--- config.mk ---
export PLATFORM = sky130hd
export DESIGN_NAME = spi_bit_counter
export DESIGN_NICKNAME = d
export VERILOG_FILES = /design/src/source/spi_bit_counter.sv
export SDC_FILE = /design/constraint.sdc
export NUM_CORES = 1
export LEC_CHECK = 0
export ABC_AREA = 1
export BUFFER_PORTS_ARGS = -buffer_cell sky130_fd_sc_hd__buf_2
export CAP_MARGIN = 20
export CORE_AREA = 2 2 39 41
export CTS_CLUSTER_DIAMETER = 60
export DETAILED_ROUTE_END_ITERATION = 7
export DIE_AREA = 0 0 41 43
export PLACE_DENSITY = 0.34
export REMOVE_ABC_BUFFERS = 1
export SLEW_MARGIN = 15
export SYNTH_ARGS = -nofsm -noshare
export SYNTH_HDL_FRONTEND = slang
export SYNTH_SLANG_ARGS = --single-unit
--- constraint.sdc ---
create_clock -name clock -period 1.1 [get_ports clock]
set_clock_uncertainty 0.05 [all_clocks]
set_input_delay 0.22 -clock clock [delete_from_list [all_inputs] [get_ports clock]]
set_output_delay 0.22 -clock clock [all_outputs]
set_load 0.02 [all_outputs]
--- src/source/spi_bit_counter.sv ---
// ==========================================================
// Bit position within the current byte. Restarts at every
// frame start. The host must not clock sck before the first
// frame, which the assertion below watches.
// ==========================================================

`timescale 1ns/1ps

module spi_bit_counter (
    input  logic       clock,
    input  logic       rst_n_i,
    input  logic       sck_rise_i,
    input  logic       cs_start_i,
    output logic [2:0] bit_index_o,
    output logic       byte_done_o
);

    logic [2:0] count_q;
    logic       armed_q;    // Set by the first frame start
    logic       done_q;

    always_ff @(posedge clock) begin
        if (!rst_n_i) begin
            count_q <= '0;
            armed_q <= 1'b0;
            done_q  <= 1'b0;
        end else begin
            done_q <= 1'b0;
            if (cs_start_i) begin
                count_q <= '0;
                armed_q <= 1'b1;
            end else if (sck_rise_i) begin
                count_q <= count_q + 3'd1;
                done_q  <= (count_q == 3'd7);   // Wraps after bit 8
            end
        end
    end

    assign bit_index_o = count_q;
    assign byte_done_o = done_q;

    // No byte may complete before the first frame has started
    a_done_in_frame: assert property (@(posedge clock) disable iff (!rst_n_i)
        byte_done_o |-> armed_q);

endmodule

Yosys cells after proc, flatten, opt, wreduce, memory -nomap -nowiden:

Cells that the tools add are included.

* bitwise operators: 2
* $add $sub $neg: 1
* equal/unequal tests: 1
* reductions and logical operators: 2

Operators by type and width (count)
* 3-bit by 1-bit adder with 3-bit output (second input constant): 1
* 3-bit equality test (second input constant): 1
* 3-bit OR reduction: 1
* 1-bit NOT: 2
* 2-bit OR reduction: 1

* logic and storage cells: 8
* register bits: 4
* input port bits: 4
* output and inout port bits: 4

Logic depth before layout (Yosys ltp):

* word-level depth: 2
* depth in mapped cells: 4
* gate-level depth less buffers: 4

Worst setup path before layout:

OpenSTA, ideal clock, no wires.

* path kind: reg2reg
* from: reg count_q[0], in the netlist bit_index_o[0]
* to: reg count_q[2], in the netlist bit_index_o[2]
* slack: -0.025 ns
* stages on the path, launching flop included: 5
* library setup time: 0.119 ns
* clock period less this slack: 1.125 ns
* arrival time: 0.956 ns
* buffers on the path: 0
* path through: dfxtp_1 > ha_1 > ha_1 > nand2_1 > a21oi_1

* longest elaborated chain between the ends: 1

RTL lines
* start: declaration: line 18 `logic [2:0] count_q;`
* start signal: assignment: line 33 `count_q <= count_q + 3'd1;`
* 3-bit by 1-bit adder with 3-bit output: line 33

Every way passes these cells.
A chain may end at the register's enable or synchronous reset.

Worst setup path in the final report:

Same ends and word-level chain as after synthesis.

==> impl_metrics.tcl <==
set metrics [dict create \
    vias_per_cell 3.542 \
    vias 170 \
    place.gp.congestion 0.6824 \
    final_cell_mix "nand2_1, buf_2, dfxtp_1, clkbuf_4, inv_1" \
    die_area_um2 1763 \
    p_leak_uw 0.0001274 \
    cts_resized 0 \
    grt_pass1_wl_um 607 \
    powerDensity_nw_per_um2 1401 \
    remaining_drc_errors 0 \
    hold_path_end "byte_done_o$_SDFF_PP0_" \
    ys_types 8 \
    crit_fanout 4 \
    cts_setup_buffers 0 \
    synth_cells 22 \
    maxSlewHeadroom_pct 87.50 \
    critPathKind "register to register" \
    arrival_ns 1.13 \
    diodes 0 \
    r2r-start "bit_index_o[0]$_SDFFE_PP0P_" \
    grt_overflow 0 \
    p_comb_share_pct 7.3 \
    io_buffer_count 7 \
    fillers 165 \
    clkTransAtPathRegs_ns 0.04 \
    insertion_delay_ns 0.23 \
    syn_area_per_cell_um2 7.735 \
    post-place-ws_ns 0.02604 \
    grt_antenna_before_repair 0 \
    cts_root_buf "clkbuf_4" \
    die_h_um 43 \
    slowest_stage "dfxtp_2" \
    layout.nets 40 \
    cts-buffers-inserted 3 \
    rrSetupSlack_ns 0.04 \
    grt_pass1_vias 159 \
    total_power_uw 357.6 \
    worst_r2r_endpoint "bit_index_o[2]$_SDFFE_PP0P_" \
    p_int_uw 280.9 \
    drt_iter0_drc 2 \
    rsz0062_at_grt "true" \
    required_ns 1.17 \
    fmax_ghz 0.9407 \
    ys_warn_count 0 \
    dr.pass1.iters 2 \
    hold_class "primary input to register" \
    slew_viol_final 0 \
    hold_path.startpoint "sck_rise_i" \
    postLayoutCoreUtil_pct 18.44 \
    finalSetupViolations 0 \
    track_usage_pct 5.829 \
    rows 14 \
    cts_max_level 1 \
    timing.final.crit_share_pct 96.64 \
    worstSetupEndpointType "register" \
    die_w_um 41 \
    hold_violations 0 \
    drtAntennaViolNets 0 \
    swShare_pct 21.44 \
    cts.sinks 4 \
    clkPwrFrac_pct 50.4 \
    maxCapViolations 0 \
    io_pins 8 \
    worstRegToRegCells 4 \
    coreArea_um2 1384 \
    syn-cell-area_um2 170.2 \
    routedWlPerCell_um 7.646 \
    start_kind "register" \
    path_cells "ha_2, ha_1, nand2_1, a21oi_2" \
    fin_crit_ns 1.063 \
    drt-total-wl_um 367 \
    final_common_cell "nand2_1" \
    syn2layout_area_growth_pct 50.00 \
    drive_gt1_share_pct 46.88 \
    p_seq_share_pct 42.3 \
    ys_seq_area_share_pct 47.06 \
    irDropWorstVdd_v 0.0005518 \
    cts_tree "done" \
    outcome "finished, final reports clean" \
    clock_path_buffers 2 \
    start_util_pct 12.30 \
    cts_hold_buf 0 \
    holdPathStages 3 \
    ys_seq_elements 4 \
    worstMarginPinSlew_ns 0.1870 \
    max_stage_delay_ns 0.32 \
    grt_max_degree 6 \
    dp_hpwl_um 281.5 \
    worst_slack_ns 0.03695 \
    switchingPower_uw 76.67 \
]
[Yosys cell counts (all sizes together)]
library cell,instances,area (um^2)
ha,2,25.02
inv,3,11.26
a21oi,2,10.01
dfxtp,4,80.08
nand2,9,33.78
nor2,2,10.01
[power by group through the flow]
stage	combinational, uW	clock (uW)	sequential [uW]
3_3_place_gp	26.1	0	153
2_1_floorplan	11.2	0	156
6_report	26.2	180	151
5_1_grt	30.6	202	152
4_1_cts	26.4	191	151
3_5_place_dp	26.3	0	153
[stage by stage]
step	setup TNS [ns]	hold slack [ns]	cell area [um^2]	instances
finish	0	0.2019	255.2	48
CTS	0	0.1986	247.7	48
global placement	0	0.4222	225.2	45
detailed placement	0	0.4249	225.2	45
global route	-0.008476	0.2135	255.2	48
floorplan	-0.02485	0.2892	170.2	22
[cell type report]
class	count	area, um^2	area share, %
clock buffers	3	22.52	8.824
inverters	3	11.26	4.412
multi-input cells	15	85.08	33.33
flip-flops and latches	4	81.33	31.86
well taps	16	20.02	7.843
repair buffers	7	35.03	13.73
[how the worst max path moves through the flow]
stage,from,end,slack [ns],cells past startpoint
2_1_floorplan,bit_index_o[0]$_SDFFE_PP0P_,bit_index_o[2]$_SDFFE_PP0P_,-0.02,4
3_3_place_gp,bit_index_o[0]$_SDFFE_PP0P_,bit_index_o[2]$_SDFFE_PP0P_,0.04,4
3_5_place_dp,bit_index_o[0]$_SDFFE_PP0P_,bit_index_o[2]$_SDFFE_PP0P_,0.03,4
4_1_cts,bit_index_o[0]$_SDFFE_PP0P_,bit_index_o[2]$_SDFFE_PP0P_,0.02,4
5_1_grt,bit_index_o[0]$_SDFFE_PP0P_,bit_index_o[2]$_SDFFE_PP0P_,-0.008,4
6_report,bit_index_o[0]$_SDFFE_PP0P_,bit_index_o[2]$_SDFFE_PP0P_,0.04,4
[cells by family after synthesis]
group	synth area share [%]
buf+inv	6.617
simple gates	25.73
fa+ha+maj	14.70
flops	47.06
compound gates	5.883
[state kept, by name, summed over array words and instances, names as in the netlist]
signal / cells
byte_done_o: 1
bit_index_o: 3
[worst max-delay path, delay by kind of cell (launching register included)]
kind,cells,cell delay (ns)
fa+ha+maj,2,0.45
flops,1,0.32
simple gates,1,0.08
compound gates,1,0.05
[per-layer routing]
metal	wire, um	global-route usage, %	vias up
li1	-	-	88
met1	151	6.774	71
met2	148	5.938	11
met3	68	7.853	0
met4	0	2.000	0
met5	0	0	-
(Power assumes the default switching activity.)
