`src/source/spi_bridge_pkg.sv`:
```
// ==========================================================
// Shared widths and encodings for the SPI bridge.
// Addresses are 17 bits. The on-chip memory decodes only the
// low ram_addr_bits, so higher addresses alias onto it.
// ==========================================================

package spi_bridge_pkg;

    localparam int unsigned byte_w        = 8;
    localparam int unsigned addr_w        = 17;
    localparam int unsigned ram_addr_bits = 10;
    localparam int unsigned ram_depth     = 1 << ram_addr_bits;

    // Command opcode in bits 7:6 of the first frame byte
    typedef enum logic [1:0] {
        op_none      = 2'b00,   // Frame ignored until cs_n rises
        op_write_at  = 2'b01,
        op_read_at   = 2'b10,
        op_read_next = 2'b11
    } opcode_t;

    // First byte of a frame is a command, every later byte is data
    typedef union packed {
        struct packed {
            opcode_t    opcode;     // Bits 7:6
            logic [4:0] reserved;   // Ignored
            logic       addr_msb;   // Address bit 16
        } cmd;
        logic [byte_w-1:0] raw;
    } spi_cmd_u;

endpackage

```
`src/source/spi_shifter.sv`:
```
// ==========================================================
// SPI mode 0 data path, MSB first. Input is sampled on sck
// rise and output changes on sck fall. tx_load shows bit 7
// at once, before the first rise of the response byte.
// ==========================================================

`timescale 1ns/1ps

module spi_shifter (
    input  logic                     clock,
    input  logic                     rst_n_i,
    input  logic                     sck_rise_i,
    input  logic                     sck_fall_i,
    input  logic                     pico_i,
    input  logic                     tx_load_i,
    input  logic [7:0]               tx_byte_i,
    output spi_bridge_pkg::spi_cmd_u rx_byte_o,
    output logic                     spi_poci_o
);
    import spi_bridge_pkg::*;

    logic [byte_w-1:0] rx_q;
    logic [byte_w-1:0] tx_q;
    logic              rise_seen_q;    // Current POCI bit was sampled

    always_ff @(posedge clock) begin
        if (sck_rise_i) begin
            rx_q <= {rx_q[byte_w-2:0], pico_i};
        end
    end

    // A fall only advances POCI once the host has sampled the bit,
    // so the trailing fall of the previous byte leaves bit 7 in place
    always_ff @(posedge clock) begin
        if (!rst_n_i) begin
            tx_q        <= '0;
            rise_seen_q <= 1'b0;
        end else if (tx_load_i) begin
            tx_q        <= tx_byte_i;
            rise_seen_q <= 1'b0;
        end else if (sck_rise_i) begin
            rise_seen_q <= 1'b1;
        end else if (sck_fall_i && rise_seen_q) begin
            tx_q        <= {tx_q[byte_w-2:0], 1'b0};
            rise_seen_q <= 1'b0;
        end
    end

    assign rx_byte_o  = rx_q;      // Valid with byte_done
    assign spi_poci_o = tx_q[byte_w-1];

endmodule

```
`config.mk`:
```
export PLATFORM = sky130hd
export DESIGN_NAME = spi_shifter
export DESIGN_NICKNAME = d
export VERILOG_FILES = /design/src/source/spi_bridge_pkg.sv /design/src/source/spi_shifter.sv
export SDC_FILE = /design/constraint.sdc
export NUM_CORES = 1
export LEC_CHECK = 0
export BUFFER_PORTS_ARGS = -buffer_cell sky130_fd_sc_hd__clkbuf_2
export CORE_MARGIN = 1
export CORE_UTILIZATION = 28
export CTS_CLUSTER_DIAMETER = 80
export DETAILED_ROUTE_END_ITERATION = 6
export PLACE_DENSITY = 0.56
export SLEW_MARGIN = 20
export SYNTH_ARGS = -nofsm -noshare
export SYNTH_HDL_FRONTEND = slang
export SYNTH_SLANG_ARGS = --single-unit
```
`constraint.sdc`:
```
create_clock -name clock -period 2.2 [get_ports clock]
set_clock_uncertainty 0.05 [all_clocks]
set_input_delay 0.11 -clock clock [delete_from_list [all_inputs] [get_ports clock]]
set_output_delay 0.11 -clock clock [all_outputs]
set_load 0.1 [all_outputs]
```
== Word-level counts from Yosys, hierarchy flattened ==
Index checks and enable logic that the tools add are counted.

* Bits in registers: 17
* Output and inout bits: 9

* Eq/ne operators: 1
* Muxes and demuxes: 5
* Bitwise logic cells: 1
* Reduce and logical (&&, ||, !) cells: 5

{| class="wikitable"
|+ Operators with widths
! operator !! number
|-
| 8-bit two-way mux || 3
|-
| 2-bit nonzero test || 2
|-
| 1-bit two-way mux || 2
|-
| 2-bit by 1-bit != test with 1-bit output (second input constant) || 1
|-
| 2-bit AND reduction || 1
|-
| 2-bit OR reduction || 1
|-
| 1-bit logical AND || 1
|-
| 1-bit NOT || 1
|}

== Depth between registers and ports, before layout ==
* Depth in word-level cells: 4
* Mapped depth: 4
* Mapped depth without buffers: 3

== Worst setup path after synthesis ==
No wires, ideal clock.

* Path type: flip-flop to flip-flop
* Start point: register, netlist name tx_q[7]
* End point: register tx_q[7]
* Data arrival time: 1.201 ns
* Data required time: 2.084 ns
* Path slack: 0.883 ns
* Stages on the path, launching flop included: 3
* Clock period less this slack: 1.317 ns
* Cells stage by stage: dfxtp_1 > nand2_1 > a21oi_2

{| class="wikitable"
|+ RTL lines
! element !! RTL line !! source
|-
| to (signal assigned) || spi_shifter.sv:39 || <nowiki>tx_q <= tx_byte_i;</nowiki>
|-
| to (signal assigned) || spi_shifter.sv:44 || <nowiki>tx_q <= {tx_q[byte_w-2:0], 1'b0};</nowiki>
|-
| to (decl) || spi_shifter.sv:23 || <nowiki>logic [byte_w-1:0] tx_q;</nowiki>
|}

== Worst setup path in the final report ==
* Start point: register rx_q[2] (netlist: rx_byte_o[2])
* End point: output rx_byte_o[2] in the netlist's numbering

{| class="wikitable"
|+ RTL lines
! element !! RTL line !! source
|-
| from (decl) || spi_shifter.sv:22 || <nowiki>logic [byte_w-1:0] rx_q;</nowiki>
|-
| from (signal assigned) || spi_shifter.sv:28 || <nowiki>rx_q <= {rx_q[byte_w-2:0], pico_i};</nowiki>
|-
| to (decl) || spi_shifter.sv:17 || <nowiki>output spi_bridge_pkg::spi_cmd_u rx_byte_o,</nowiki>
|}

No word-level cell between the ends.

==> results.sh <==
export IMPL_htreeDepth=1
export IMPL_die_w_microns=51.3
export IMPL_gp_congestion=0.718
export IMPL_grt_overflow_total=0
export IMPL_grt_pass1_vias=409
export IMPL_ys_seq_elements=17
export IMPL_synth_cells=56
export IMPL_grt_max_degree=12
export IMPL_cts_resized=0
export IMPL_antenna_found_initial=0
export IMPL_dp_hpwl_microns=863
export IMPL_cts_sinks=17
export IMPL_finalCriticalPeriod_ps=1270
export IMPL_start_util_pct=30.1
export IMPL_multi_input_area_sq_um=229
export IMPL_grt_pass1_wl_microns=1740
export IMPL_worst_slew_pin_slew_ps=541
export IMPL_synth_top_area_share_pct=35.4
export IMPL_synth_common_cells="a21oi_2, dfxtp_1, edfxtp_1, nand2_1, o21ai_0"
export IMPL_fmax_ghz=0.789
export IMPL_post_drt_via_cell_ratio=4.52
export IMPL_crit_buf_inv=1
export IMPL_status="finished clean"
export IMPL_die_area_sq_um=2630
export IMPL_finalMaxSlewViolations=0
export IMPL_antenna_left=0
export IMPL_slowest_delay_ps=460
export IMPL_synth_warnings=0
export IMPL_synth_top_flop_cell="dfxtp_1"
export IMPL_syn_area_sq_um=679
export IMPL_busiest_layer="met2"
export IMPL_min_path_type="in2reg"
export IMPL_crit_required_ps=2040
export IMPL_vias=497
export IMPL_total_power_mw=0.657
export IMPL_utilization_pct=37.6
export IMPL_antennaDiodeCount=0
export IMPL_clock_latency_ps=280
export IMPL_clock_root_buffer="clkbuf_4"
export IMPL_gr_usage_met2_pct=13.4
export IMPL_final_setup_tns_ps=0
export IMPL_fillers=247
export IMPL_area_growth_pct=24.9
export IMPL_timing_hold_ws_ps=50.4
export IMPL_power_density_nw_per_um2=775
export IMPL_async_reset_ff_share_pct=0
export IMPL_avgRoutedWirePerCell_microns=10.5
export IMPL_fin_area_sq_um=848
export IMPL_end_kind="output port"
export IMPL_irDropWorstVdd_v=0.000363
export IMPL_synth_most_common_cell="a21oi_2"
export IMPL_slowest_stage="clkbuf_2"
export IMPL_clk_pin_slew_ps=90
export IMPL_io_buffer_count=22
export IMPL_drive_above_1_share_pct=47.6
export IMPL_min_period_over_period_pct=57.6
export IMPL_core_sq_um=2250
export IMPL_drc=0
export IMPL_worst_endpoint_arrival_ps=1110
export IMPL_grt_total_usage_pct=9.38
export IMPL_cts_buffers=3
export IMPL_path_class="reg2out"
export IMPL_synth_area_per_cell_sq_um=12.1
export IMPL_drt_pass1_iter_count=4
export IMPL_cp_top_family="buffers and inverters"
export IMPL_clockBufferDepth=2
export IMPL_cp_start_kind="flip-flop"
export IMPL_ys_top_cells_by_area="edfxtp_1, dfxtp_1, a21oi_2, o21ai_0, nand2_1"
export IMPL_finalSetupViolations=0
export IMPL_postCtsSetupRepairBufs=0
export IMPL_crit_path_cell_trace="clkbuf_2"
export IMPL_cp_max_fo=2
export IMPL_cap_violations=0
export IMPL_dpl_cell_area_sq_um=802
export IMPL_drtIter0Drc=8
export IMPL_ios=23
export IMPL_power_leakage_nw=0.340
export IMPL_synth_enable_flop_cells=8
export IMPL_regArea_sq_um=420
export IMPL_hold_violations=0
export IMPL_num_rows=17
export IMPL_rsz0062_at_grt="no"
export IMPL_ys_seq_area_share_pct=61.9
export IMPL_grt_met1_usage_pct=11.2
export IMPL_synth_cell_types=13
export IMPL_use_met3_pct=6.55
export IMPL_holdBufCountCts=2
export IMPL_synthesis_nets=70
export IMPL_max_slew_margin_pct=64.1
export IMPL_die_y_microns=51.3
export IMPL_nets=97
export IMPL_postRouteWirelength_microns=1150
export IMPL_yosys_area_top_type="edfxtp_1"
export IMPL_cts_tree="done"
## per-layer routing
layer / vias to the layer above / wire length [microns] / share of wire, %
li1: 253 / - / -
met1: 224 / 565 / 49
met2: 18 / 473 / 41
met3: 2 / 95 / 8.3
met4: 0 / 16 / 1.4
met5: - / 0 / 0
## final cells by class
cell class	count	area share, %
Clock buffer	4	3.10
Sequential cell	17	49.6
Inverter	2	0.885
Timing Repair Buffer	24	15.3
Multi-Input combinational cell	35	27.0
Tap cell	28	4.13
## cell usage in the layout (no fill, tap or decap)
cell / instances
edfxtp_1: 8
clkbuf_2: 22
dlygate4sd3_1: 2
and3b_1: 1
clkbuf_1: 1
o21ai_0: 7
a21oi_2: 14
a21oi_1: 1
nand3_1: 1
nand3b_1: 1
nor3b_1: 1
a21boi_0: 1
inv_1: 2
clkbuf_4: 3
nand2_1: 8
dfxtp_1: 9
## state kept, by name, summed over array words and instances (netlist names)
register / count
tx_q: 8
rx_byte_o: 8
rise_seen_q: 1
## power by group
group | switching (mW) | total [mW] | internal [mW] | leakage [nW]
registers | 0.0106 | 0.363 | 0.352 | 0.153
logic | 0.105 | 0.134 | 0.0297 | 0.172
clock network | 0.0896 | 0.160 | 0.0704 | 0.0150
total | 0.205 | 0.657 | 0.452 | 0.340
## metrics by stage
stage                     cells  worst slack, ps
after global routing        110              883
after CTS                   110              911
after detailed placement    104             1000
after floorplan              56              883
after global placement      104             1040
final                       110              933
## worst paths after layout
| path | from | endpoint | slack [ps] | cells after the start |
|---|---|---|---|---|
| hold / removal | tx_byte_i[1] | tx_q[1] | 50 | 3 |
| setup reg to reg | rise_seen_q | tx_q[7] | 1050 | 3 |
| setup / recovery | rx_byte_o[2] | rx_byte_o[2] | 930 | 1 |
| hold reg to reg | rx_byte_o[6] | rx_byte_o[7] | 410 | 0 |
## logic make-up after synthesis
logic type	share of synthesized area, %
flops	61.9
simple gates	8.66
compound gates	25.0
buf+inv	4.42
(Power assumes the default switching activity.)
