`src/source/spi_pin_sync.sv`:
```
// ==========================================================
// All clock-domain crossing of the SPI pins lives here.
// Strobes lag the pins by 3 clocks, so the host must hold
// each sck phase for at least 4 clocks.
// ==========================================================

`timescale 1ns/1ps

module spi_pin_sync (
    input  logic clock,
    input  logic rst_n_i,
    input  logic spi_sck_i,
    input  logic spi_cs_n_i,
    input  logic spi_pico_i,
    output logic sck_rise_o,
    output logic sck_fall_o,
    output logic cs_start_o,
    output logic cs_end_o,
    output logic pico_o,
    output logic selected_o
);

    // Stage 0 and 1 synchronize, stage 2 is the edge reference
    logic [2:0] sck_q;
    logic [2:0] cs_n_q;
    logic [2:0] pico_q;

    always_ff @(posedge clock) begin
        if (!rst_n_i) begin
            sck_q  <= '0;
            cs_n_q <= '1;    // Deselected, no false cs_start
            pico_q <= '0;
        end else begin
            sck_q  <= {sck_q[1:0], spi_sck_i};
            cs_n_q <= {cs_n_q[1:0], spi_cs_n_i};
            pico_q <= {pico_q[1:0], spi_pico_i};
        end
    end

    assign sck_rise_o = sck_q[1] & ~sck_q[2];
    assign sck_fall_o = ~sck_q[1] & sck_q[2];

    // cs_n falling opens a frame, rising closes it
    assign cs_start_o = ~cs_n_q[1] & cs_n_q[2];
    assign cs_end_o   = cs_n_q[1] & ~cs_n_q[2];

    // One clock older than the sck edge, pico is long settled by then
    assign pico_o     = pico_q[2];
    assign selected_o = ~cs_n_q[2];

endmodule

```
`config.mk`:
```
export PLATFORM = sky130hd
export DESIGN_NAME = spi_pin_sync
export DESIGN_NICKNAME = d
export VERILOG_FILES = /design/src/source/spi_pin_sync.sv
export SDC_FILE = /design/constraint.sdc
export NUM_CORES = 1
export LEC_CHECK = 0
export BUFFER_PORTS_ARGS = -buffer_cell sky130_fd_sc_hd__buf_2
export CAP_MARGIN = 20
export CORE_AREA = 3 3 40 42
export CTS_CLUSTER_DIAMETER = 100
export DETAILED_ROUTE_END_ITERATION = 6
export DIE_AREA = 0 0 43 45
export GPL_TIMING_DRIVEN = 1
export PLACE_DENSITY_LB_ADDON = 0.12
export SYNTH_ARGS = -nofsm -noshare
export SYNTH_HDL_FRONTEND = slang
export SYNTH_SLANG_ARGS = --single-unit
```
`constraint.sdc`:
```
create_clock -name clock -period 0.8 [get_ports clock]
set_input_delay 0.08 -clock clock [delete_from_list [all_inputs] [get_ports clock]]
set_output_delay 0.08 -clock clock [all_outputs]
set_load 0.005 [all_outputs]
```
After elaboration in Yosys (flattened, before gate mapping)

Cells that the tools add are included.

Output and inout bits: 6
Logic and storage cells: 11
Register bits: 9

Bitwise logic cells: 8

Operators with widths:

| operator      | count |
|---|---|
| $and A1 B1 Y1 | 4 |
| $not A1 Y1    | 4 |

Longest topological paths before layout

Gate-level depths: netlist of run 1.

Word-level depth: 2
Mapped depth: 1
Gate-level depth less buffers: 1

Worst setup path after synthesis of run 1

OpenSTA, ideal clock, no wires.

Kind: reg-to-output
Start: register cs_n_q[2]
End: output port cs_start_o
Path slack: 0.256 ns
Arrival time: 0.464 ns
Stages on the path, launching flop included: 2
Buffers on the path: 0
Cell sequence: dfxtp_1 -> nor2b_1

Cells in the longest elaborated chain, start to end: 1

RTL lines:

| what                   | line | text |
|---|---|---|
| start, declared        | 25   | `logic [2:0] cs_n_q;` |
| start signal, assigned | 35   | `cs_n_q <= {cs_n_q[1:0], spi_cs_n_i};` |
| $and A1 B1 Y1          | 44   | `assign cs_start_o = ~cs_n_q[1] & cs_n_q[2];` |
| end, declared          | 17   | `output logic cs_start_o,` |

Every way passes these cells.

Worst setup path after layout of run 1

Start: register cs_n_q[1]
End: output port cs_end_o

Cells in the longest elaborated chain, start to end: 1

RTL lines:

| what          | line | text |
|---|---|---|
| $and A1 B1 Y1 | 45   | `assign cs_end_o = cs_n_q[1] & ~cs_n_q[2];` |
| end, declared | 18   | `output logic cs_end_o,` |

Every way passes these cells.

==> results of run 1 <==
==> worst max-delay path: cells and delay by family, from the launching register on <==
kind / cells / cell delay [ns]
buf+inv: 1 / 0.11
flops: 1 / 0.33
simple gates: 1 / 0.12
==> repair_timing <==
action | in CTS | in global routing
setup endpoints to repair | 5 | 5
gates resized for setup | 4 | 0
hold buffers | 1 | 0
hold endpoints to repair | 1 | 0
==> flip-flops by register name (all words and copies together), names as in the netlist <==
register  count
pico_q        3
sck_q         3
cs_n_q        3
==> final cells by class <==
| class | instances | area, sq um | share of cell area |
|---|---|---|---|
| timing repair buffer | 11 | 60.1 | 0.160 |
| clock buffer | 4 | 26.3 | 0.0700 |
| tap | 15 | 18.8 | 0.0500 |
| sequential | 9 | 185 | 0.493 |
| multi-input combinational | 13 | 81.3 | 0.217 |
| inverter | 1 | 3.75 | 0.0100 |
==> routing by layer <==
layer  part of all wire  wire length [um]  GRT usage
met1               0.48               179     0.0439
met2               0.35               131     0.0449
met3               0.17                62     0.0478
met4                  0                 0     0.0904
met5                  0                 0          0
==> layout by cell type, fill, tap and decap left out <==
cell,n
buf_2,10
dlygate4sd3_1,1
and2_1,6
dfxtp_1,5
inv_1,1
nor2b_1,4
clkbuf_4,3
dfxtp_2,4
nand2b_1,3
clkbuf_1,1
==> metrics by stage <==
stage / hold WS [ns] / instance area (sq um) / setup WS [ns] / power (mW)
after floorplan: 0.153 / 265 / 0.256 / 0.498
after global placement: 0.259 / 334 / 0.177 / 0.520
after detailed placement: 0.264 / 334 / 0.156 / 0.522
after CTS: 0.0115 / 375 / -0.112 / 0.881
after global routing: 0.00571 / 375 / -0.162 / 0.904
final: 0.0296 / 375 / -0.0924 / 0.851
==> power breakdown <==
part | total (mW) | switching [mW] | internal, mW
clock | 0.336 | 0.144 | 0.191
sequential | 0.473 | 0.00543 | 0.468
combinational | 0.0426 | 0.0147 | 0.0278
==> kinds of logic (layout without fill, tap and decap cells) <==
group | after synthesis | count (layout)
AND/OR/NAND/NOR | 13 | 13
buffers and inverters | 1 | 16
flip-flops | 9 | 9
==> worst max-delay path by stage <==
stage / endpoint
2_1_floorplan: cs_start_o
3_3_place_gp: cs_end_o
3_5_place_dp: cs_end_o
4_1_cts: cs_end_o
5_1_grt: cs_start_o
6_report: cs_end_o
==> impl_metrics.json, run 1 <==
{
  "grt.total_usage": 0.0502,
  "yosysWarnings": 0,
  "synth_fa_ha_area_frac": 0,
  "vdd_drop_max_v": 0.000636,
  "synth_top_area_share": 0.679,
  "slew_headroom": 0.923,
  "start_util": 0.206,
  "gp_congestion": 0.625,
  "grt_pass1_wl_um": 552,
  "synthMuxAreaShare": 0,
  "min_to": "sck_q[0]",
  "ys_seq_elements": 9,
  "power_density_nw_per_um2": 2270,
  "hold_path_depth": 2,
  "final_net_count": 44,
  "ys_seq_area_frac": 0.679,
  "rrSetupSlack_ns": 0.25,
  "drtIter0Drc": 0,
  "p_leak_nw": 0.185,
  "finalHoldViolCount": 0,
  "die_width_um": 43,
  "cts_max_path_buffers": 2,
  "cts_tree": "yes",
  "slew_violations": 0,
  "antenna_found_initial": 0,
  "grt_max_degree": 10,
  "die-area_sq_um": 1940,
  "num_io_pins": 11,
  "synth_area_leader_cell": "dfxtp_1",
  "layout-drive-gt1-share": 0.447,
  "syn_area_sq_um": 265,
  "yosys-top-cells-area": "dfxtp_1 68%, and2_1 14%, nor2b_1 9.4%",
  "cts_buffers": 3,
  "avgSynthCellArea_sq_um": 11.5,
  "final_util": 0.292,
  "drt_first_pass_iters": 1,
  "dp.cells": 48,
  "synth_cells": 23,
  "avgRoutedWirePerCell_um": 7.02,
  "path_class": "reg2out",
  "fin_ws_ns": -0.0924,
  "gr-total-overflow": 0,
  "tightest_slew_ns": 0.116,
  "drc": 0,
  "critPathArrivalTime_ns": 0.81,
  "synth_cell_type_count": 5,
  "synth-xor-area-share": 0,
  "rsz0062_at_grt": "true",
  "crit_slowest_cell": "dfxtp_2",
  "violations": "setup timing",
  "crit_fanout": 3,
  "buffer_ports.inserted": 10,
  "vias": 181,
  "tns_ns": -0.335,
  "cp-start-kind": "flop",
  "synth_top_family_by_area": "simple AND/OR/NAND/NOR gates",
  "grt_pass1_vias": 147,
  "cts.sinks": 9,
  "drv_cap": 0,
  "finalWirelength_um": 372,
  "post_cts_buffers": 0,
  "required_ns": 0.72,
  "synth-edff-count": 0,
  "htreeDepth": 1,
  "yosysMostFrequentCell": "dfxtp_1",
  "timing.final.crit_share": 1.12,
  "hp-start": "spi_sck_i",
  "dieHeight_um": 45,
  "clock_latency_ns": 0.25,
  "syn_to_final_growth_pct": 41.5,
  "status": "complete, but fails checks",
  "fillers": 147,
  "cpPeakStageDelay_ns": 0.33,
  "clk_pin_slew_ns": 0.06,
  "r2r-end": "cs_n_q[2]",
  "async_flop_share": 0,
  "worst_setup_path_end_kind": "output pin",
  "yosys.area_share.simple": 0.307,
  "fin_crit_ns": 0.892,
  "ant_nets": 0,
  "vias_per_cell": 3.42,
  "core_area_sq_um": 1280,
  "min_path_type": "in2reg",
  "fin_skew_ns": 0.000817,
  "final_cell_count_no_fill": 53,
  "cts_root_buf": "clkbuf_4",
  "setup_viol": 5,
  "worstRegToRegCells": 1,
  "synthesis.nets": 28,
  "synth_flop_cell": "dfxtp_1",
  "reg2reg_from": "cs_n_q[1]",
  "synth_compound_area_frac": 0,
  "synthTopCellsByCount": "9 x dfxtp_1, 6 x and2_1, 4 x nor2b_1",
  "fp-row-count": 13,
  "startpoint": "cs_n_q[1]",
  "path_cells": "nor2b_1, buf_2",
  "n_antenna_cell": 0,
  "max_freq_mhz": 1120
}
(Power assumes the default switching activity.)
==> inputs of run 2 (changes only) <==
--- a/config.mk
+++ b/config.mk
@@ -8,10 +8,12 @@
 export BUFFER_PORTS_ARGS = -buffer_cell sky130_fd_sc_hd__buf_2
 export CAP_MARGIN = 20
 export CORE_AREA = 3 3 40 42
+export CTS_BUF_LIST = sky130_fd_sc_hd__clkbuf_4 sky130_fd_sc_hd__clkbuf_8 sky130_fd_sc_hd__clkbuf_16
 export CTS_CLUSTER_DIAMETER = 100
 export DETAILED_ROUTE_END_ITERATION = 6
 export DIE_AREA = 0 0 43 45
 export GPL_TIMING_DRIVEN = 1
+export MAX_ROUTING_LAYER = met4
 export PLACE_DENSITY_LB_ADDON = 0.12
 export SYNTH_ARGS = -nofsm -noshare
 export SYNTH_HDL_FRONTEND = slang
==> run 2 against run 1 <==
Against the previous run: hold slack got worse by 0.0043 ns; register-to-register slack is essentially flat; the run still ends with setup timing left; first-iteration DRC count is 1 higher; largest power group unchanged; flip-flop and latch count unchanged; power increased by 4.6%.
==> impl_metrics.json, run 2 (synthesis results as in run 1) <==
{
  "status": "complete, but fails checks",
  "violations": "setup timing",
  "fin_area_sq_um": 379,
  "num_io_pins": 11,
  "timing.final.crit_share": 1.12,
  "finalWirelength_um": 381,
  "die-area_sq_um": 1940,
  "p_leak_nw": 0.188,
  "vias": 180,
  "cts_tree": "yes",
  "core_area_sq_um": 1280,
  "cp-start-kind": "flop",
  "dp.cells": 48,
  "fin_skew_ns": 0.00259,
  "slew_violations": 0,
  "path_class": "reg2out",
  "min_path_type": "in2reg",
  "layout-drive-gt1-share": 0.474,
  "fin_ws_ns": -0.0940,
  "vias_per_cell": 3.40,
  "required_ns": 0.72,
  "fillers": 145,
  "tightest_slew_ns": 0.118,
  "drv_cap": 0,
  "regArea_sq_um": 185,
  "slew_headroom": 0.922,
  "ant_nets": 0,
  "fp-row-count": 13,
  "drc": 0,
  "reg.largest.list": "cs_n_q: 3 flops, pico_q: 3 flops, sck_q: 3 flops",
  "buffer_ports.inserted": 10,
  "placed_area_sq_um": 334,
  "antenna_found_initial": 0,
  "die_width_um": 43,
  "cts_buffers": 3,
  "clk_pin_slew_ns": 0.06,
  "post_cts_buffers": 0,
  "drtIter0Drc": 1,
  "grt_pass1_vias": 150,
  "hold_slack_ns": 0.0252,
  "syn_to_final_growth_pct": 42.9,
  "final_net_count": 44,
  "start_util": 0.206,
  "cts_root_buf": "clkbuf_4",
  "setup_viol": 5,
  "avgRoutedWirePerCell_um": 7.19,
  "layout_commonest_cell": "buf_2",
  "gp_congestion": 0.630,
  "critPathArrivalTime_ns": 0.81,
  "clock_latency_ns": 0.25,
  "grt_pass1_wl_um": 538,
  "cts.sinks": 9,
  "cts_max_path_buffers": 2,
  "final_cell_count_no_fill": 53,
  "grt.total_usage": 0.0491,
  "max_freq_mhz": 1120,
  "fin_crit_ns": 0.894,
  "drt_first_pass_iters": 2,
  "final_cell_mix": "10 x buf_2, 6 x and2_1, 5 x dfxtp_1",
  "total_power_mw": 0.890,
  "pre_cts_slack_ns": 0.156,
  "gr-total-overflow": 0,
  "grt_max_degree": 10,
  "htreeDepth": 1,
  "n_antenna_cell": 0,
  "rsz0062_at_grt": "true",
  "power_density_nw_per_um2": 2350,
  "worst_setup_path_end_kind": "output pin",
  "vdd_drop_max_v": 0.000642,
  "finalHoldViolCount": 0,
  "crit_fanout": 3,
  "dieHeight_um": 45,
  "multi_input_area_sq_um": 81.3
}
==> run 2: area by class of cell <==
type | count | area share
Timing Repair Buffer | 11 | 0.158
Tap cell | 15 | 0.0495
Clock buffer | 4 | 0.0792
Multi-Input combinational cell | 13 | 0.215
Sequential cell | 9 | 0.488
Inverter | 1 | 0.00990
==> run 2: final timing paths <==
path                     to  slack (ns)       from  cells after the start
setup / recovery   cs_end_o       -0.09  cs_n_q[1]                      2
setup reg to reg  cs_n_q[2]        0.25  cs_n_q[1]                      1
hold / removal     sck_q[0]        0.03  spi_sck_i                      2
hold reg to reg   cs_n_q[1]        0.41  cs_n_q[0]                      1
==> run 2: where the power goes <==
part           internal (mW)  switching [mW]
clock                  0.225           0.149
combinational         0.0278          0.0148
sequential             0.468         0.00543
==> run 2: stage by stage <==
stage / utilization / TNS, ns
after detailed placement: 0.260 / 0
after global routing: 0.295 / -0.583
final: 0.295 / -0.348
after CTS: 0.295 / -0.464
after global placement: 0.260 / 0
after floorplan: - / 0
==> run 2: repair_timing <==
| item | in CTS | in global routing |
|---|---|---|
| gates cloned | 0 | 0 |
| endpoints found under the hold margin | 1 | 0 |
| endpoints found under the setup margin | 5 | 5 |
| gates resized for setup | 4 | 0 |
| hold buffers | 1 | 0 |
==> run 2: critical path, cell delays in order (launching register included) <==
cell and delay (ns):
dfxtp_2 0.33, nor2b_1 0.12, buf_2 0.11
==> run 2: metal layers <==
layer | GRT usage | vias to the layer above | part of all wire
met5 | - | - | 0
met4 | 0.0904 | 0 | 0
met3 | 0.0359 | 0 | 0.15
met2 | 0.0449 | 11 | 0.35
met1 | 0.0439 | 70 | 0.49
li1 | - | 99 | -
