===== src/source/spi_bridge_pkg.sv =====
// ==========================================================
// Shared widths and encodings for the SPI bridge.
// Addresses are 17 bits. The on-chip memory decodes only the
// low ram_addr_bits, so higher addresses alias onto it.
// ==========================================================

package spi_bridge_pkg;

    localparam int unsigned byte_w        = 8;
    localparam int unsigned addr_w        = 17;
    localparam int unsigned ram_addr_bits = 10;
    localparam int unsigned ram_depth     = 1 << ram_addr_bits;

    // Command opcode in bits 7:6 of the first frame byte
    typedef enum logic [1:0] {
        op_none      = 2'b00,   // Frame ignored until cs_n rises
        op_write_at  = 2'b01,
        op_read_at   = 2'b10,
        op_read_next = 2'b11
    } opcode_t;

    // First byte of a frame is a command, every later byte is data
    typedef union packed {
        struct packed {
            opcode_t    opcode;     // Bits 7:6
            logic [4:0] reserved;   // Ignored
            logic       addr_msb;   // Address bit 16
        } cmd;
        logic [byte_w-1:0] raw;
    } spi_cmd_u;

endpackage


===== src/source/bus_if.sv =====
// ==========================================================
// Byte bus with a cycle/ack handshake. The target acks once
// per cycle; the master holds addr, we and wdata until then.
// ==========================================================

`timescale 1ns/1ps

interface bus_if;
    import spi_bridge_pkg::*;

    logic [addr_w-1:0] addr;
    logic [byte_w-1:0] wdata;
    logic              we;
    logic              cycle;
    logic [byte_w-1:0] rdata;
    logic              ack;

    modport master (
        output addr,
        output wdata,
        output we,
        output cycle,
        input  rdata,
        input  ack
    );

    modport target (
        input  addr,
        input  wdata,
        input  we,
        input  cycle,
        output rdata,
        output ack
    );

endinterface


===== src/source/spi_cmd_fsm.sv =====
// ==========================================================
// Frame decoder and bus master. Stall is high while a bus
// cycle is pending. cs_n rising aborts at once, and an aborted
// write may or may not reach the memory.
// ==========================================================

`timescale 1ns/1ps

module spi_cmd_fsm (
    input  logic                     clock,
    input  logic                     rst_n_i,
    input  logic                     byte_done_i,
    input  logic                     cs_start_i,
    input  logic                     cs_end_i,
    input  spi_bridge_pkg::spi_cmd_u rx_byte_i,
    bus_if.master                    bus,
    output logic [7:0]               tx_byte_o,
    output logic                     tx_load_o,
    output logic                     stall_o
);
    import spi_bridge_pkg::*;

    enum logic [2:0] {
        idle,
        cmd,
        addr_hi,
        addr_lo,
        wdata,
        bus_wait,
        respond
    } state_q;

    logic [addr_w-1:0] addr_q;     // Last address used, base of read_next
    logic [addr_w-1:0] stage_q;    // Header address being collected
    logic [byte_w-1:0] wdata_q;
    logic              we_q;
    logic              cycle_q;
    logic              stall_q;

    always_ff @(posedge clock) begin
        if (!rst_n_i) begin
            state_q <= idle;
            addr_q  <= '0;
            we_q    <= 1'b0;
            cycle_q <= 1'b0;
            stall_q <= 1'b0;
        end else if (cs_end_i) begin
            state_q <= idle;       // Abort from any state
            cycle_q <= 1'b0;
            stall_q <= 1'b0;
        end else begin
            unique case (state_q)
                idle: begin
                    if (cs_start_i) state_q <= cmd;
                end
                cmd: begin
                    if (byte_done_i) begin
                        unique case (rx_byte_i.cmd.opcode)
                            op_write_at, op_read_at: begin
                                we_q    <= (rx_byte_i.cmd.opcode == op_write_at);
                                state_q <= addr_hi;
                            end
                            op_read_next: begin
                                addr_q  <= addr_q + addr_w'(1);   // Carries into bit 16
                                we_q    <= 1'b0;
                                cycle_q <= 1'b1;
                                stall_q <= 1'b1;
                                state_q <= bus_wait;
                            end
                            default: state_q <= respond;    // op_none, sit out the frame
                        endcase
                    end
                end
                addr_hi: begin
                    if (byte_done_i) state_q <= addr_lo;
                end
                addr_lo: begin
                    if (byte_done_i) begin
                        if (we_q) begin
                            state_q <= wdata;
                        end else begin
                            addr_q  <= {stage_q[addr_w-1:byte_w], rx_byte_i.raw};
                            cycle_q <= 1'b1;
                            stall_q <= 1'b1;
                            state_q <= bus_wait;
                        end
                    end
                end
                wdata: begin
                    if (byte_done_i) begin
                        addr_q  <= stage_q;   // Committed only once the write starts
                        cycle_q <= 1'b1;
                        stall_q <= 1'b1;
                        state_q <= bus_wait;
                    end
                end
                bus_wait: begin
                    if (bus.ack) begin
                        cycle_q <= 1'b0;
                        stall_q <= 1'b0;   // Response byte loads on this clock
                        state_q <= respond;
                    end
                end
                respond: ;                 // Host clocks out the response, wait for cs_end
                default: state_q <= idle;
            endcase
        end
    end

    // Header bytes land in the staging register
    always_ff @(posedge clock) begin
        if (byte_done_i) begin
            case (state_q)
                cmd:     stage_q[addr_w-1]        <= rx_byte_i.cmd.addr_msb;
                addr_hi: stage_q[addr_w-2:byte_w] <= rx_byte_i.raw;
                addr_lo: stage_q[byte_w-1:0]      <= rx_byte_i.raw;
                wdata:   wdata_q                  <= rx_byte_i.raw;
                default: ;
            endcase
        end
    end

    assign bus.addr  = addr_q;
    assign bus.wdata = wdata_q;
    assign bus.we    = we_q;
    assign bus.cycle = cycle_q;

    assign tx_byte_o = bus.rdata;
    assign tx_load_o = (state_q == bus_wait) && bus.ack && !we_q;
    assign stall_o   = stall_q;

    a_req_stable: assert property (@(posedge clock) disable iff (!rst_n_i)
        bus.cycle && !bus.ack |=> $stable(bus.addr) && $stable(bus.we) && $stable(bus.wdata));

    a_stall_covers_cycle: assert property (@(posedge clock) disable iff (!rst_n_i)
        bus.cycle |-> stall_o);

endmodule


===== src/flat_wrapper.sv =====
// flat-port wrapper written by rule: the top's interface ports become plain ports
module spi_cmd_fsm_flat import spi_bridge_pkg::*;
  (clock, rst_n_i, byte_done_i, cs_start_i, cs_end_i, rx_byte_i, tx_byte_o, tx_load_o, stall_o, bus_addr, bus_wdata, bus_we, bus_cycle, bus_rdata, bus_ack);
  bus_if bus_i ();
  input  logic clock;
  input  logic rst_n_i;
  input  logic byte_done_i;
  input  logic cs_start_i;
  input  logic cs_end_i;
  input  spi_bridge_pkg::spi_cmd_u rx_byte_i;
  output logic [7:0] tx_byte_o;
  output logic tx_load_o;
  output logic stall_o;
  output wire logic [$bits(bus_i.addr)-1:0] bus_addr;
  output wire logic [$bits(bus_i.wdata)-1:0] bus_wdata;
  output wire logic [$bits(bus_i.we)-1:0] bus_we;
  output wire logic [$bits(bus_i.cycle)-1:0] bus_cycle;
  input wire logic [$bits(bus_i.rdata)-1:0] bus_rdata;
  input wire logic [$bits(bus_i.ack)-1:0] bus_ack;
  assign bus_addr = bus_i.addr;
  assign bus_wdata = bus_i.wdata;
  assign bus_we = bus_i.we;
  assign bus_cycle = bus_i.cycle;
  assign bus_i.rdata = bus_rdata;
  assign bus_i.ack = bus_ack;
  spi_cmd_fsm u_core (.clock(clock), .rst_n_i(rst_n_i), .byte_done_i(byte_done_i), .cs_start_i(cs_start_i), .cs_end_i(cs_end_i), .rx_byte_i(rx_byte_i), .bus(bus_i), .tx_byte_o(tx_byte_o), .tx_load_o(tx_load_o), .stall_o(stall_o));
endmodule

===== config.mk =====
export PLATFORM = sky130hd
export DESIGN_NAME = spi_cmd_fsm_flat
export DESIGN_NICKNAME = d
export VERILOG_FILES = /design/src/source/spi_bridge_pkg.sv /design/src/source/bus_if.sv /design/src/source/spi_cmd_fsm.sv /design/src/flat_wrapper.sv
export SDC_FILE = /design/constraint.sdc
export NUM_CORES = 1
export LEC_CHECK = 0
export BUFFER_PORTS_ARGS = -buffer_cell sky130_fd_sc_hd__clkbuf_2
export CAP_MARGIN = 0
export CORE_AREA = 2 2 76 78
export CTS_CLUSTER_SIZE = 25
export DETAILED_ROUTE_END_ITERATION = 10
export DIE_AREA = 0 0 78 80
export PLACE_DENSITY_LB_ADDON = 0.15
export SLEW_MARGIN = 20
export SYNTH_ARGS = -nofsm -noshare
export SYNTH_HDL_FRONTEND = slang
export SYNTH_SLANG_ARGS = --single-unit

===== constraint.sdc =====
create_clock -name clock -period 1.95 [get_ports clock]
set_clock_uncertainty 0.05 [all_clocks]
set_input_delay 0.195 -clock clock [delete_from_list [all_inputs] [get_ports clock]]
set_output_delay 0.195 -clock clock [all_outputs]
set_load 0.1 [all_outputs]

---- Word level (Yosys, flattened, before mapping) ----
Index checks and enable logic that the tools add are counted.
W data, S select, Z words.
operators by class
  add/subtract/negate cells ............... 1
  reductions and logical operators ........ 17
  bitwise gates (word level) .............. 3
  multiplexer cells ....................... 23
  eq/ne operators ......................... 17
operator list
  operator                 count
  $mux W17                 5
  $pmux W17 S3             1
  $pmux W3 S7              1
  $reduce_and A7 Y1        3
  $mux W3                  6
  $add A17 B1 Y17 const B  1
  $ne A2 B2 Y1 const B     8
  $eq A3 B3 Y1 const B     3
  $reduce_and A2 Y1        4
  $mux W1                  7
  $eq A3 B2 Y1 const B     2
  $pmux W3 S2              1
  $eq A2 B2 Y1 const B     2
  $pmux W1 S4              1
  $reduce_and A4 Y1        1
  $reduce_bool A4 Y1       1
  $reduce_or A2 Y1         2
  $eq A3 B1 Y1 const B     1
  $logic_not A3 Y1         1
  $not A1 Y1               3
  $reduce_bool A3 Y1       1
  $eq A2 B1 Y1 const B     1
  $logic_and A1 B1 Y1      2
  $pmux W1 S2              1
  other kinds (2)          2
storage, ports and cells
  output and inout bits ................... 37
  flip-flop bits (word level) ............. 47
  bits of input ports ..................... 22

---- Depth between registers and ports, before layout ----
Gate-level depths: netlist (run 1).
  depth in word-level cells ............... 5
  gate-level depth with buffers ........... 7
  mapped depth without buffers ............ 6

---- Worst setup path after synthesis (run 1) ----
No wires, ideal clock.
  kind .................................... reg-to-reg
  from .................................... register u_core.addr_q[0] (netlist: u_core.bus.addr[0])
  to ...................................... register u_core.addr_q[14] (netlist: u_core.bus.addr[14])
  arrival time ............................ 2.373 ns
  buffers on the path ..................... 0
  cell stages (with the launch flop) ...... 6
  slack ................................... -0.598 ns
  library setup time ...................... 0.125 ns
  clock period less this slack ............ 2.548 ns
  path through ............................ dfxtp_1 -> ha_1 -> nand3_1 -> or4_4 -> a221oi_2 -> o22ai_2
between the ends
  word-level cells in the longest chain between the ends .. 4
RTL lines
  item                    RTL line           RTL
  from (decl)             spi_cmd_fsm.sv:33  logic [addr_w-1:0] addr_q;
  from (signal assigned)  spi_cmd_fsm.sv:64  addr_q <= addr_q + addr_w'(1);
  from (signal assigned)  spi_cmd_fsm.sv:82  addr_q <= {stage_q[addr_w-1:byte_w], rx_byte_i.raw};
  from (signal assigned)  spi_cmd_fsm.sv:91  addr_q <= stage_q;
  $add A17 B1 Y17         spi_cmd_fsm.sv:64
  $mux W17                spi_cmd_fsm.sv:58  unique case (rx_byte_i.cmd.opcode)
  $mux W17                spi_cmd_fsm.sv:57  if (byte_done_i) begin
  $pmux W17 S3            spi_cmd_fsm.sv:52  unique case (state_q)
No other way between the ends. The select of a mux whose other input is x is not followed.
A chain may end at the register's enable or synchronous reset.

---- Worst setup path in the final report (run 1) ----
  from .................................... register u_core.state_q[2] (netlist name)
  to ...................................... output port tx_load_o
between the ends
  word-level cells in the longest chain between the ends .. 3
RTL lines
  item                               RTL line            RTL
  from (decl)                        spi_cmd_fsm.sv:31   } state_q;
  from (signal assigned)             spi_cmd_fsm.sv:42   state_q <= idle;
  from (signal assigned)             spi_cmd_fsm.sv:48   state_q <= idle;
  from (signal assigned)             spi_cmd_fsm.sv:54   if (cs_start_i) state_q <= cmd;
  $eq A3 B3 Y1                       spi_cmd_fsm.sv:129  assign tx_load_o = (state_q == bus_wait) && bus.ack && !we_q;
  $logic_and A1 B1 Y1 (2 in series)  spi_cmd_fsm.sv:129
  to (decl)                          flat_wrapper.sv:12  output logic tx_load_o;
No other way between the ends.

==> run_results.csv, run 1 <==
group,metric,value,unit
sta,worst_slew_pin_slew,546,ps
synthesis,synthSimpleGateAreaFrac,22.4,%
sta,relSlewSlack,63.8,%
layout,syn2layout_area_growth,18.5,%
synthesis,synth_top_cells_by_area,"edfxtp_1 (29%), dfxtp_1 (17%), a221oi_1 (4.1%), buf_4 (3.2%), nand2_1 (2.9%)",
layout,layout-drive-gt1-share,34.8,%
setup_path,critPathKind,"register to primary output",
setup_path,cp-end-kind,"primary output",
clock_tree,worstSkewPairLatency,300,ps
synthesis,synth_cells,256,
synthesis,synth_compound_area_share,21.7,%
sta,setup_viol_count_final,0,
layout,final_nets,327,
synthesis,synth_flop_cell,"edfxtp_1",
synthesis,ys_ff_latch,47,
floorplan,io-pin-count,59,
synthesis,synth_top_family_by_area,"simple AND/OR/NAND/NOR gates",
global_routing,antenna_found_initial,0,
floorplan,fp.dieH,80,µm
synthesis,synth.top_cells.by_count,"edfxtp_1 (25), dfxtp_1 (22), nand2_1 (20), a221oi_1 (12), buf_4 (11)",
synthesis,synthArstFlopShare,0,%
floorplan,rows,27,
pwr,power,1860,µW
clock_tree,cts_made_buffers,5,
drt,totalWireLength,6790,µm
layout,diodes,0,
synthesis,avgSynthCellArea,10.1,µm²
clock_tree,cts_root_buf,"clkbuf_8",
global_routing,grt_max_degree,19,
clock_tree,cts_hold_buf,0,
synthesis,synth_most_common_cell,"edfxtp_1",
drt,dr.pass1.iters,5,
sta,fmax,538,MHz
placed_design,place_congestion,0.878,
sta,fin_crit,1860,ps
clock_tree,cts_tree,"yes",
clock_tree,path_clk_slew,100,ps
sta,drv_slew,0,
global_routing,grt_pass1_wl,10800,µm
synthesis,synth_edf_count,25,
clock_tree,cts_max_path_buffers,2,
synthesis,syn_nets,282,
drt,vias,2278,
layout,n_fill_cell,506,
pwr,ir_drop,0.000387,V
synthesis,yosysWarnings,0,
setup_path,worstPathRequired,1700,ps
drt,wl_per_cell,18.1,µm
floorplan,core,5410,µm²
min_path,min_path_type,"input port to register",
floorplan,start_util,47.8,%
drt,postRouteAntennaNets,0,
pwr,power.density,608,nW/µm²
pwr,power.leakage,0.00112,µW
clock_tree,htree_levels,2,
floorplan,dieArea,6240,µm²
drt,drt_iter0_markers,176,
status,run_status,"completed",
drt,avgViaCountPerCell,6.09,
setup_path,startpoint_type,"register",
sta,final_hold_viol_count,0,
placed_design,hpwlAfterDp,4970,µm
drt,drcViolationCount,0,
global_routing,grtUsageTotal,22.6,%
setup_path,cp_data_arrival_time,1610,ps
synthesis,muxShareOfSynthArea,0.823,%
synthesis,synth_area,2580,µm²
setup_path,crit_path_max_fanout,9,
sta,grt_setup_unrepaired,"false",
synthesis,synthAdderAreaFrac,1.94,%
synthesis,synth_xor_area_share,0,%
synthesis,ys_types,61,
placed_design,io_buffers,42,
layout,final_util,56.7,%
floorplan,die_x,78,µm
synthesis,synth_top_area_cell,"edfxtp_1",
synthesis,seq_area_frac_synth,46.1,%
clock_tree,cts.sinks,47,
global_routing,grt_pass1_vias,2067,
global_routing,grt_remaining_overflow,0,
flow_run,max_cap_violations,0,
sta,post-route-period-util,95.3,%
synthesis,synth.top_cell.area_share,29.0,%
-- critical path: stages, from the launching register on --
cell	delay, ps
dfxtp_1	440
buf_4	200
nor2b_1	170
nand3_1	150
nor2_2	160
buf_12	190
-- metrics by stage --
| step | TNS [ps] | cell area, µm² | hold slack (ps) | std cells | setup slack (ps) |
|---|---|---|---|---|---|
| CTS | 0 | 3050 | 58.5 | 373 | 76.1 |
| global route | 0 | 3060 | 63.9 | 374 | 5.24 |
| global placement | 0 | 2950 | 341 | 365 | 145 |
| finish | 0 | 3060 | 66.6 | 374 | 91.4 |
| floorplan | -186 | 2620 | 244 | 256 | -186 |
| detailed placement | 0 | 2950 | 341 | 365 | 148 |
-- cell families after synthesis --
| kind of cell | after synthesis |
|---|---|
| AOI/OAI and AO/OA | 70 |
| adders and majority gates | 4 |
| buffers and inverters | 35 |
| DFF | 47 |
| muxes | 2 |
| and+or+nand+nor | 98 |
-- per-layer routing --
layer	track usage, %	wire length (µm)	part of all wire, %	up-vias
li1	-	-	-	1085
met1	32.3	3110	46	1091
met2	34.7	3140	46	94
met3	4.52	442	6.5	8
met4	6.67	92	1.4	0
met5	0	0	0	-
-- timing repair --
item                       4_1_cts  5_1_grt
hold endpoints to repair         0        0
setup endpoints to repair        0        1
setup buffers                    0        1
resized for setup                0        2
-- cell usage in the layout, fill, tap and decap left out, types with 3 or more instances in the layout --
cell type  netlist  layout
nand3b_1         4       4
dfxtp_1         22       7
o21ai_0          7       7
clkbuf_8         0       5
dfxtp_2          0      11
nand2b_1         4       4
nor2_1           9       8
nor3b_1          4       3
a22oi_1          4       4
a31oi_1          3       3
inv_1            7       7
nand3_1          7       7
nand4_1          7       7
o221ai_1         5       5
and2_1           6       6
o32ai_1          4       4
a21boi_0         3       3
nor4_1           5       5
edfxtp_1        25      25
or3_1            5       5
buf_4           11      24
o22ai_1          8       8
clkbuf_2         0      41
a2bb2oi_1        3       3
nor3_1           7       7
nor2b_1          6       6
a221oi_1        12      12
dfxtp_4          0       4
nand2_1         20      20
ha_1             4       4
-- final timing paths --
| path | slack (ps) | cells after the start | end | start |
|---|---|---|---|---|
| worst min register to register | 470 | 2 | u_core.bus.addr[7] | u_core.bus.addr[7] |
| worst min-delay path | 70 | 1 | u_core.bus.wdata[1] | rx_byte_i[1] |
| worst max-delay path | 90 | 5 | tx_load_o | u_core.state_q[2] |
| worst max register to register | 140 | 6 | u_core.bus.addr[16] | u_core.bus.addr[0] |
-- registers in the layout, summed over array words and instances (netlist names) --
| name | flops |
|---|---|
| u_core.stage_q | 17 |
| u_core.bus.we | 1 |
| u_core.bus.wdata | 8 |
| u_core.bus.cycle | 1 |
| u_core.state_q | 3 |
| u_core.bus.addr | 17 |
-- where the power goes --
group	switching [µW]	internal, µW	leakage [µW]
clock network	366	271	0.0000511
logic	112	57.8	0.000660
registers	11.9	1040	0.000411
-- area by class of cell --
| type | count | area, µm² | area share (%) |
|---|---|---|---|
| Timing Repair Buffer | 66 | 405 | 13.2 |
| Clock inverter | 3 | 28.8 | 0.939 |
| Tap cell | 72 | 90.1 | 2.94 |
| Inverter | 7 | 26.3 | 0.857 |
| Clock buffer | 5 | 68.8 | 2.25 |
| Sequential cell | 47 | 1220 | 39.8 |
| Multi-Input combinational cell | 174 | 1220 | 40.0 |
Note: power is estimated with default switching activity, not from simulation.
==> run 2, diff against run 1 <==
--- a/config.mk
+++ b/config.mk
@@ -7,10 +7,12 @@
 export LEC_CHECK = 0
 export BUFFER_PORTS_ARGS = -buffer_cell sky130_fd_sc_hd__clkbuf_2
 export CAP_MARGIN = 0
-export CORE_AREA = 2 2 76 78
+export CELL_PAD_IN_SITES_DETAIL_PLACEMENT = 1
+export CELL_PAD_IN_SITES_GLOBAL_PLACEMENT = 1
+export CORE_AREA = 2 2 87 89
 export CTS_CLUSTER_SIZE = 25
 export DETAILED_ROUTE_END_ITERATION = 10
-export DIE_AREA = 0 0 78 80
+export DIE_AREA = 0 0 89 91
 export PLACE_DENSITY_LB_ADDON = 0.15
 export SLEW_MARGIN = 20
 export SYNTH_ARGS = -nofsm -noshare
==> run 2 against run 1 <==
- hold slack got worse by 13 ps
- non-clock buffer count decreased by 1
- largest cell class is now registers
- die area grew 30%
- sequential share of layout area decreased by 0.52 points
==> run_results.csv, run 2 (synthesis results as in run 1) <==
group,metric,value,unit
setup_path,startpoint_type,"register",
min_path,min_path_type,"input port to register",
setup_path,cp-end-kind,"primary output",
layout,finalInstanceArea,3100,µm²
sta,fin_hold_ws,53.9,ps
pwr,p_sw,548,µW
sta,fin_setup_tns,0,ps
pwr,power,1930,µW
pwr,power.leakage,0.00112,µW
clock_tree,cts_max_path_buffers,2,
sta,worst_slew_pin_slew,563,ps
global_routing,grt_pass1_vias,2255,
drt,vias,2293,
clock_tree,cts_tree,"yes",
status,run_status,"completed",
floorplan,fp.dieH,91,µm
floorplan,rows,31,
drt,drt_iter0_markers,146,
drt,wl_per_cell,19.6,µm
sta,relSlewSlack,62.6,%
clock_tree,cts_made_buffers,5,
sta,drv_slew,0,
pwr,pwr-share-comb,9.0,%
setup_path,timing.rr.start,"u_core.bus.addr[0]",
floorplan,start_util,36.2,%
setup_path,crit_path_max_fanout,17,
setup_path,cp_data_arrival_time,1600,ps
placed_design,placed_cell_area,3000,µm²
min_path,worstHoldStart,"rx_byte_i[4]",
clock_tree,path_clk_slew,110,ps
drt,avgViaCountPerCell,5.73,
placed_design,hpwlAfterDp,5690,µm
drt,totalWireLength,7860,µm
layout,final_common_cell,"clkbuf_2",
floorplan,die_x,89,µm
sta,grt_setup_unrepaired,"false",
drt,dr.pass1.iters,4,
clock_tree,worstSkewPairLatency,320,ps
global_routing,antenna_found_initial,0,
pwr,intPower,1380,µW
min_path,whs_path_depth,1,
clock_tree,cts.sinks,47,
layout,layoutNonFillerInstCount,400,
flow_run,max_cap_violations,0,
clock_tree,cts_hold_buf,0,
pwr,clkPwrFrac,36.3,%
setup_path,setup.worst_path.start,"u_core.state_q[2]",
drt,drcViolationCount,0,
floorplan,dieArea,8100,µm²
global_routing,grt_max_degree,25,
layout,final_nets,326,
sta,post-route-period-util,94.8,%
setup_path,reg2reg_depth,6,
clock_tree,htree_levels,2,
drt,postRouteAntennaNets,0,
sta,fmax,541,MHz
placed_design,dp_cells,392,
setup_path,worstPathRequired,1700,ps
layout,layout_common_cells,"clkbuf_2 (41), edfxtp_1 (25), buf_4 (21)",
pwr,power.density,621,nW/µm²
layout,n_fill_cell,834,
pwr,sequentialPowerShare,54.7,%
global_routing,grt_remaining_overflow,0,
placed_design,io_buffers,42,
layout,syn2layout_area_growth,20.0,%
floorplan,io-pin-count,59,
clock_tree,cts_root_buf,"clkbuf_8",
pwr,ir_drop,0.000377,V
layout,diodes,0,
sta,fin_crit,1850,ps
global_routing,grt_pass1_wl,12500,µm
sta,setup_viol_count_final,0,
global_routing,grtUsageTotal,20.1,%
layout,layout-drive-gt1-share,34.2,%
setup_path,critPathKind,"register to primary output",
pwr,swShare,28.4,%
placed_design,place_congestion,0.829,
floorplan,core,7140,µm²
sta,final_hold_viol_count,0,
-- run 2: cell types whose count changed in the layout (fill, tap and decap cells not counted) --
cell,before,now
dfxtp_2,11,10
inv_6,2,1
buf_4,24,21
dfxtp_1,7,8
nor3b_4,1,0
buf_12,1,2
buf_6,0,1
inv_8,1,2
nor3b_2,1,2
-- run 2: final timing paths --
check | slack [ps] | endpoint
worst max register to register | 140 | u_core.bus.addr[12]
worst min register to register | 470 | u_core.bus.addr[7]
worst max-delay path | 100 | tx_load_o
worst min-delay path | 50 | u_core.stage_q[12]
-- run 2: area by class of cell --
type                       count  area [µm²]  share of cell area (%)
sequential                    47        1220                    39.3
clock buffer                   5        68.8                    2.22
timing repair buffer          65         414                    13.4
tap                           99         124                    3.99
multi-input combinational    174        1220                    39.3
inverter                       7        26.3                   0.847
clock inverter                 3        31.3                    1.01
-- run 2: stage by stage --
stage                     util (%)  setup slack, ps
after detailed placement      42.0              139
after global routing          43.5             3.14
final                         43.5              102
after global placement        42.0              193
after CTS                     43.4             62.7
after floorplan                  -             -186
-- run 2: power groups by stage --
| stage | combinational (µW) | sequential, µW | clock, µW |
|---|---|---|---|
| floorplan | 154 | 1100 | 0 |
| global placement | 172 | 1080 | 0 |
| detailed placement | 174 | 1080 | 0 |
| CTS | 174 | 1050 | 707 |
| global route | 190 | 1060 | 739 |
| finish | 174 | 1050 | 698 |
-- run 2: critical path, stage by stage (launching register included) --
cell     delay [ps]
dfxtp_1         420
buf_6           190
nor2b_1         170
nand3_1         150
nor2_2          160
buf_12          190
-- run 2: timing repair --
action,4_1_cts,5_1_grt
gates resized for setup,0,1
buffers inserted,0,0
setup endpoints to repair,0,1
-- run 2: per-layer routing --
layer / vias to the layer above / GRT usage [%] / share of wire (%)
met1: 1146 / 28.9 / 47
met3: 5 / 3.09 / 4.6
li1: 1086 / - / -
met5: - / 0 / 0
met4: 0 / 3.61 / 0.51
met2: 56 / 32.2 / 48
==> run 3, diff against run 2 <==
--- a/config.mk
+++ b/config.mk
@@ -13,7 +13,7 @@
 export CTS_CLUSTER_SIZE = 25
 export DETAILED_ROUTE_END_ITERATION = 10
 export DIE_AREA = 0 0 89 91
-export PLACE_DENSITY_LB_ADDON = 0.15
+export PLACE_DENSITY_LB_ADDON = 0.1
 export SLEW_MARGIN = 20
 export SYNTH_ARGS = -nofsm -noshare
 export SYNTH_HDL_FRONTEND = slang
==> run 3 against run 2 <==
- first-iteration DRC count fell by 21%
- critical path depth is 1 lower
- highest routed layer unchanged
- register-to-register slack improved by 20 ps
- setup slack improved by 13 ps
- clock power shrank 2%
- fmax up 0.70%
- routed wire length shrank 1.3%
- die area did not move
- sequential power is essentially flat
- clock-buffer cell count stayed put
- final cell count stayed put
==> run_results.csv, run 3 (synthesis results as in run 1) <==
group,metric,value,unit
global_routing,antenna_found_initial,0,
floorplan,dieArea,8100,µm²
setup_path,cp-end-kind,"primary output",
min_path,min_path_type,"input port to register",
floorplan,rows,31,
pwr,clkPwrFrac,35.7,%
sta,worst_slew_pin_slew,547,ps
clock_tree,cts_hold_buf,0,
layout,register_area,1220,µm²
pwr,p_sw,536,µW
setup_path,reg2reg_to,"u_core.bus.addr[2]",
pwr,power.leakage,0.00112,µW
placed_design,place_congestion,0.790,
drt,drt_iter0_markers,115,
layout,final_util,43.6,%
setup_path,cp_data_arrival_time,1590,ps
layout,layout_common_cells,"clkbuf_2 (41), edfxtp_1 (25), buf_4 (22)",
pwr,power,1910,µW
layout,final_common_cell,"clkbuf_2",
floorplan,start_util,36.2,%
pwr,pwr-share-comb,9.0,%
pwr,power.density,612,nW/µm²
sta,final_hold_viol_count,0,
clock_tree,cts_tree,"yes",
floorplan,io-pin-count,59,
drt,totalWireLength,7750,µm
setup_path,cp-endpoint,"tx_load_o",
placed_design,hpwlAfterDp,5620,µm
drt,dr.pass1.iters,4,
global_routing,grt_pass1_wl,12300,µm
sta,drv_slew,0,
sta,setup_viol_count_final,0,
floorplan,die_x,89,µm
drt,avgViaCountPerCell,5.70,
drt,vias,2281,
min_path,worstHoldStart,"rx_byte_i[1]",
layout,syn2layout_area_growth,20.4,%
placed_design,io_buffers,42,
status,run_status,"completed",
clock_tree,worstSkewPairLatency,310,ps
layout,multi_input_area,1230,µm²
floorplan,core,7140,µm²
drt,wl_per_cell,19.4,µm
layout,final_nets,326,
sta,fin_crit,1840,ps
sta,relSlewSlack,63.7,%
setup_path,startpoint_type,"register",
layout,n_fill_cell,871,
clock_tree,cts_made_buffers,5,
clock_tree,cts_root_buf,"clkbuf_8",
setup_path,setup.worst_path.start,"u_core.state_q[0]",
setup_path,reg2reg_depth,5,
setup_path,timing.rr.start,"u_core.state_q[0]",
pwr,swShare,28.1,%
global_routing,grtUsageTotal,19.9,%
drt,postRouteAntennaNets,0,
sta,post-route-period-util,94.1,%
placed_design,pre_cts_slack,115,ps
setup_path,regToRegSetupSlack,160,ps
clock_tree,htree_levels,2,
sta,fin_hold_ws,53.5,ps
pwr,ir_drop,0.000330,V
pwr,intPower,1370,µW
sta,fin_ws,114,ps
drt,drcViolationCount,0,
global_routing,grt_pass1_vias,2213,
sta,fmax,545,MHz
global_routing,grt_max_degree,25,
floorplan,fp.dieH,91,µm
layout,diodes,0,
clock_tree,cts_max_path_buffers,2,
clock_tree,post_cts_buffers,0,
global_routing,grt_remaining_overflow,0,
setup_path,crit_path_max_fanout,11,
setup_path,worstPathRequired,1700,ps
flow_run,max_cap_violations,0,
clock_tree,cts.sinks,47,
clock_tree,path_clk_slew,100,ps
setup_path,critPathKind,"register to primary output",
pwr,sequentialPowerShare,55.3,%
layout,layout-drive-gt1-share,36.2,%
==> run 3: metrics by stage <==
step / instances / instance area, µm² / setup TNS, ps
final: 400 / 3110 / 0
after global routing: 400 / 3110 / -7.01
after CTS: 400 / 3100 / 0
after detailed placement: 392 / 3000 / 0
after global placement: 392 / 3000 / 0
after floorplan: 256 / 2620 / -186
==> run 3: worst min-delay path by stage <==
stage,end,cells after the start,slack [ps]
4_1_cts,u_core.stage_q[1],1,50
2_1_floorplan,u_core.bus.wdata[0],0,240
6_report,u_core.stage_q[1],1,50
3_5_place_dp,tx_byte_o[6],0,340
5_1_grt,u_core.stage_q[9],1,50
3_3_place_gp,tx_byte_o[6],0,340
==> run 3: cell type report <==
class,instances,share of cell area [%]
timing repair buffer,65,13.2
multi-input combinational,174,39.5
tap,99,3.98
clock inverter,3,0.925
inverter,7,0.844
clock buffer,5,2.21
sequential,47,39.3
==> run 3: metal layers <==
| layer | wire (µm) | part of all wire (%) | vias to the layer above | track usage [%] |
|---|---|---|---|---|
| met5 | 0 | 0 | - | 0 |
| li1 | - | - | 1081 | - |
| met4 | 121 | 1.6 | 0 | 5.22 |
| met3 | 400 | 5.2 | 10 | 3.64 |
| met2 | 3580 | 46 | 65 | 29.5 |
| met1 | 3640 | 47 | 1125 | 29.7 |
==> run 3: timing repair <==
action,in CTS,in global routing
endpoints found under the hold margin,0,0
resized for setup,0,7
endpoints found under the setup margin,0,8
==> run 3: power groups by stage <==
stage               combinational, µW  sequential [µW]  clock [µW]
floorplan                         154             1100           0
global placement                  169             1080           0
detailed placement                169             1080           0
CTS                               170             1050         697
global route                      185             1060         725
finish                            171             1050         681
==> run 3: critical path, stage by stage (launching register included) <==
cell and delay (ps):
dfxtp_1 550, buf_4 230, nand3_1 140, nor2_2 170, buf_12 190
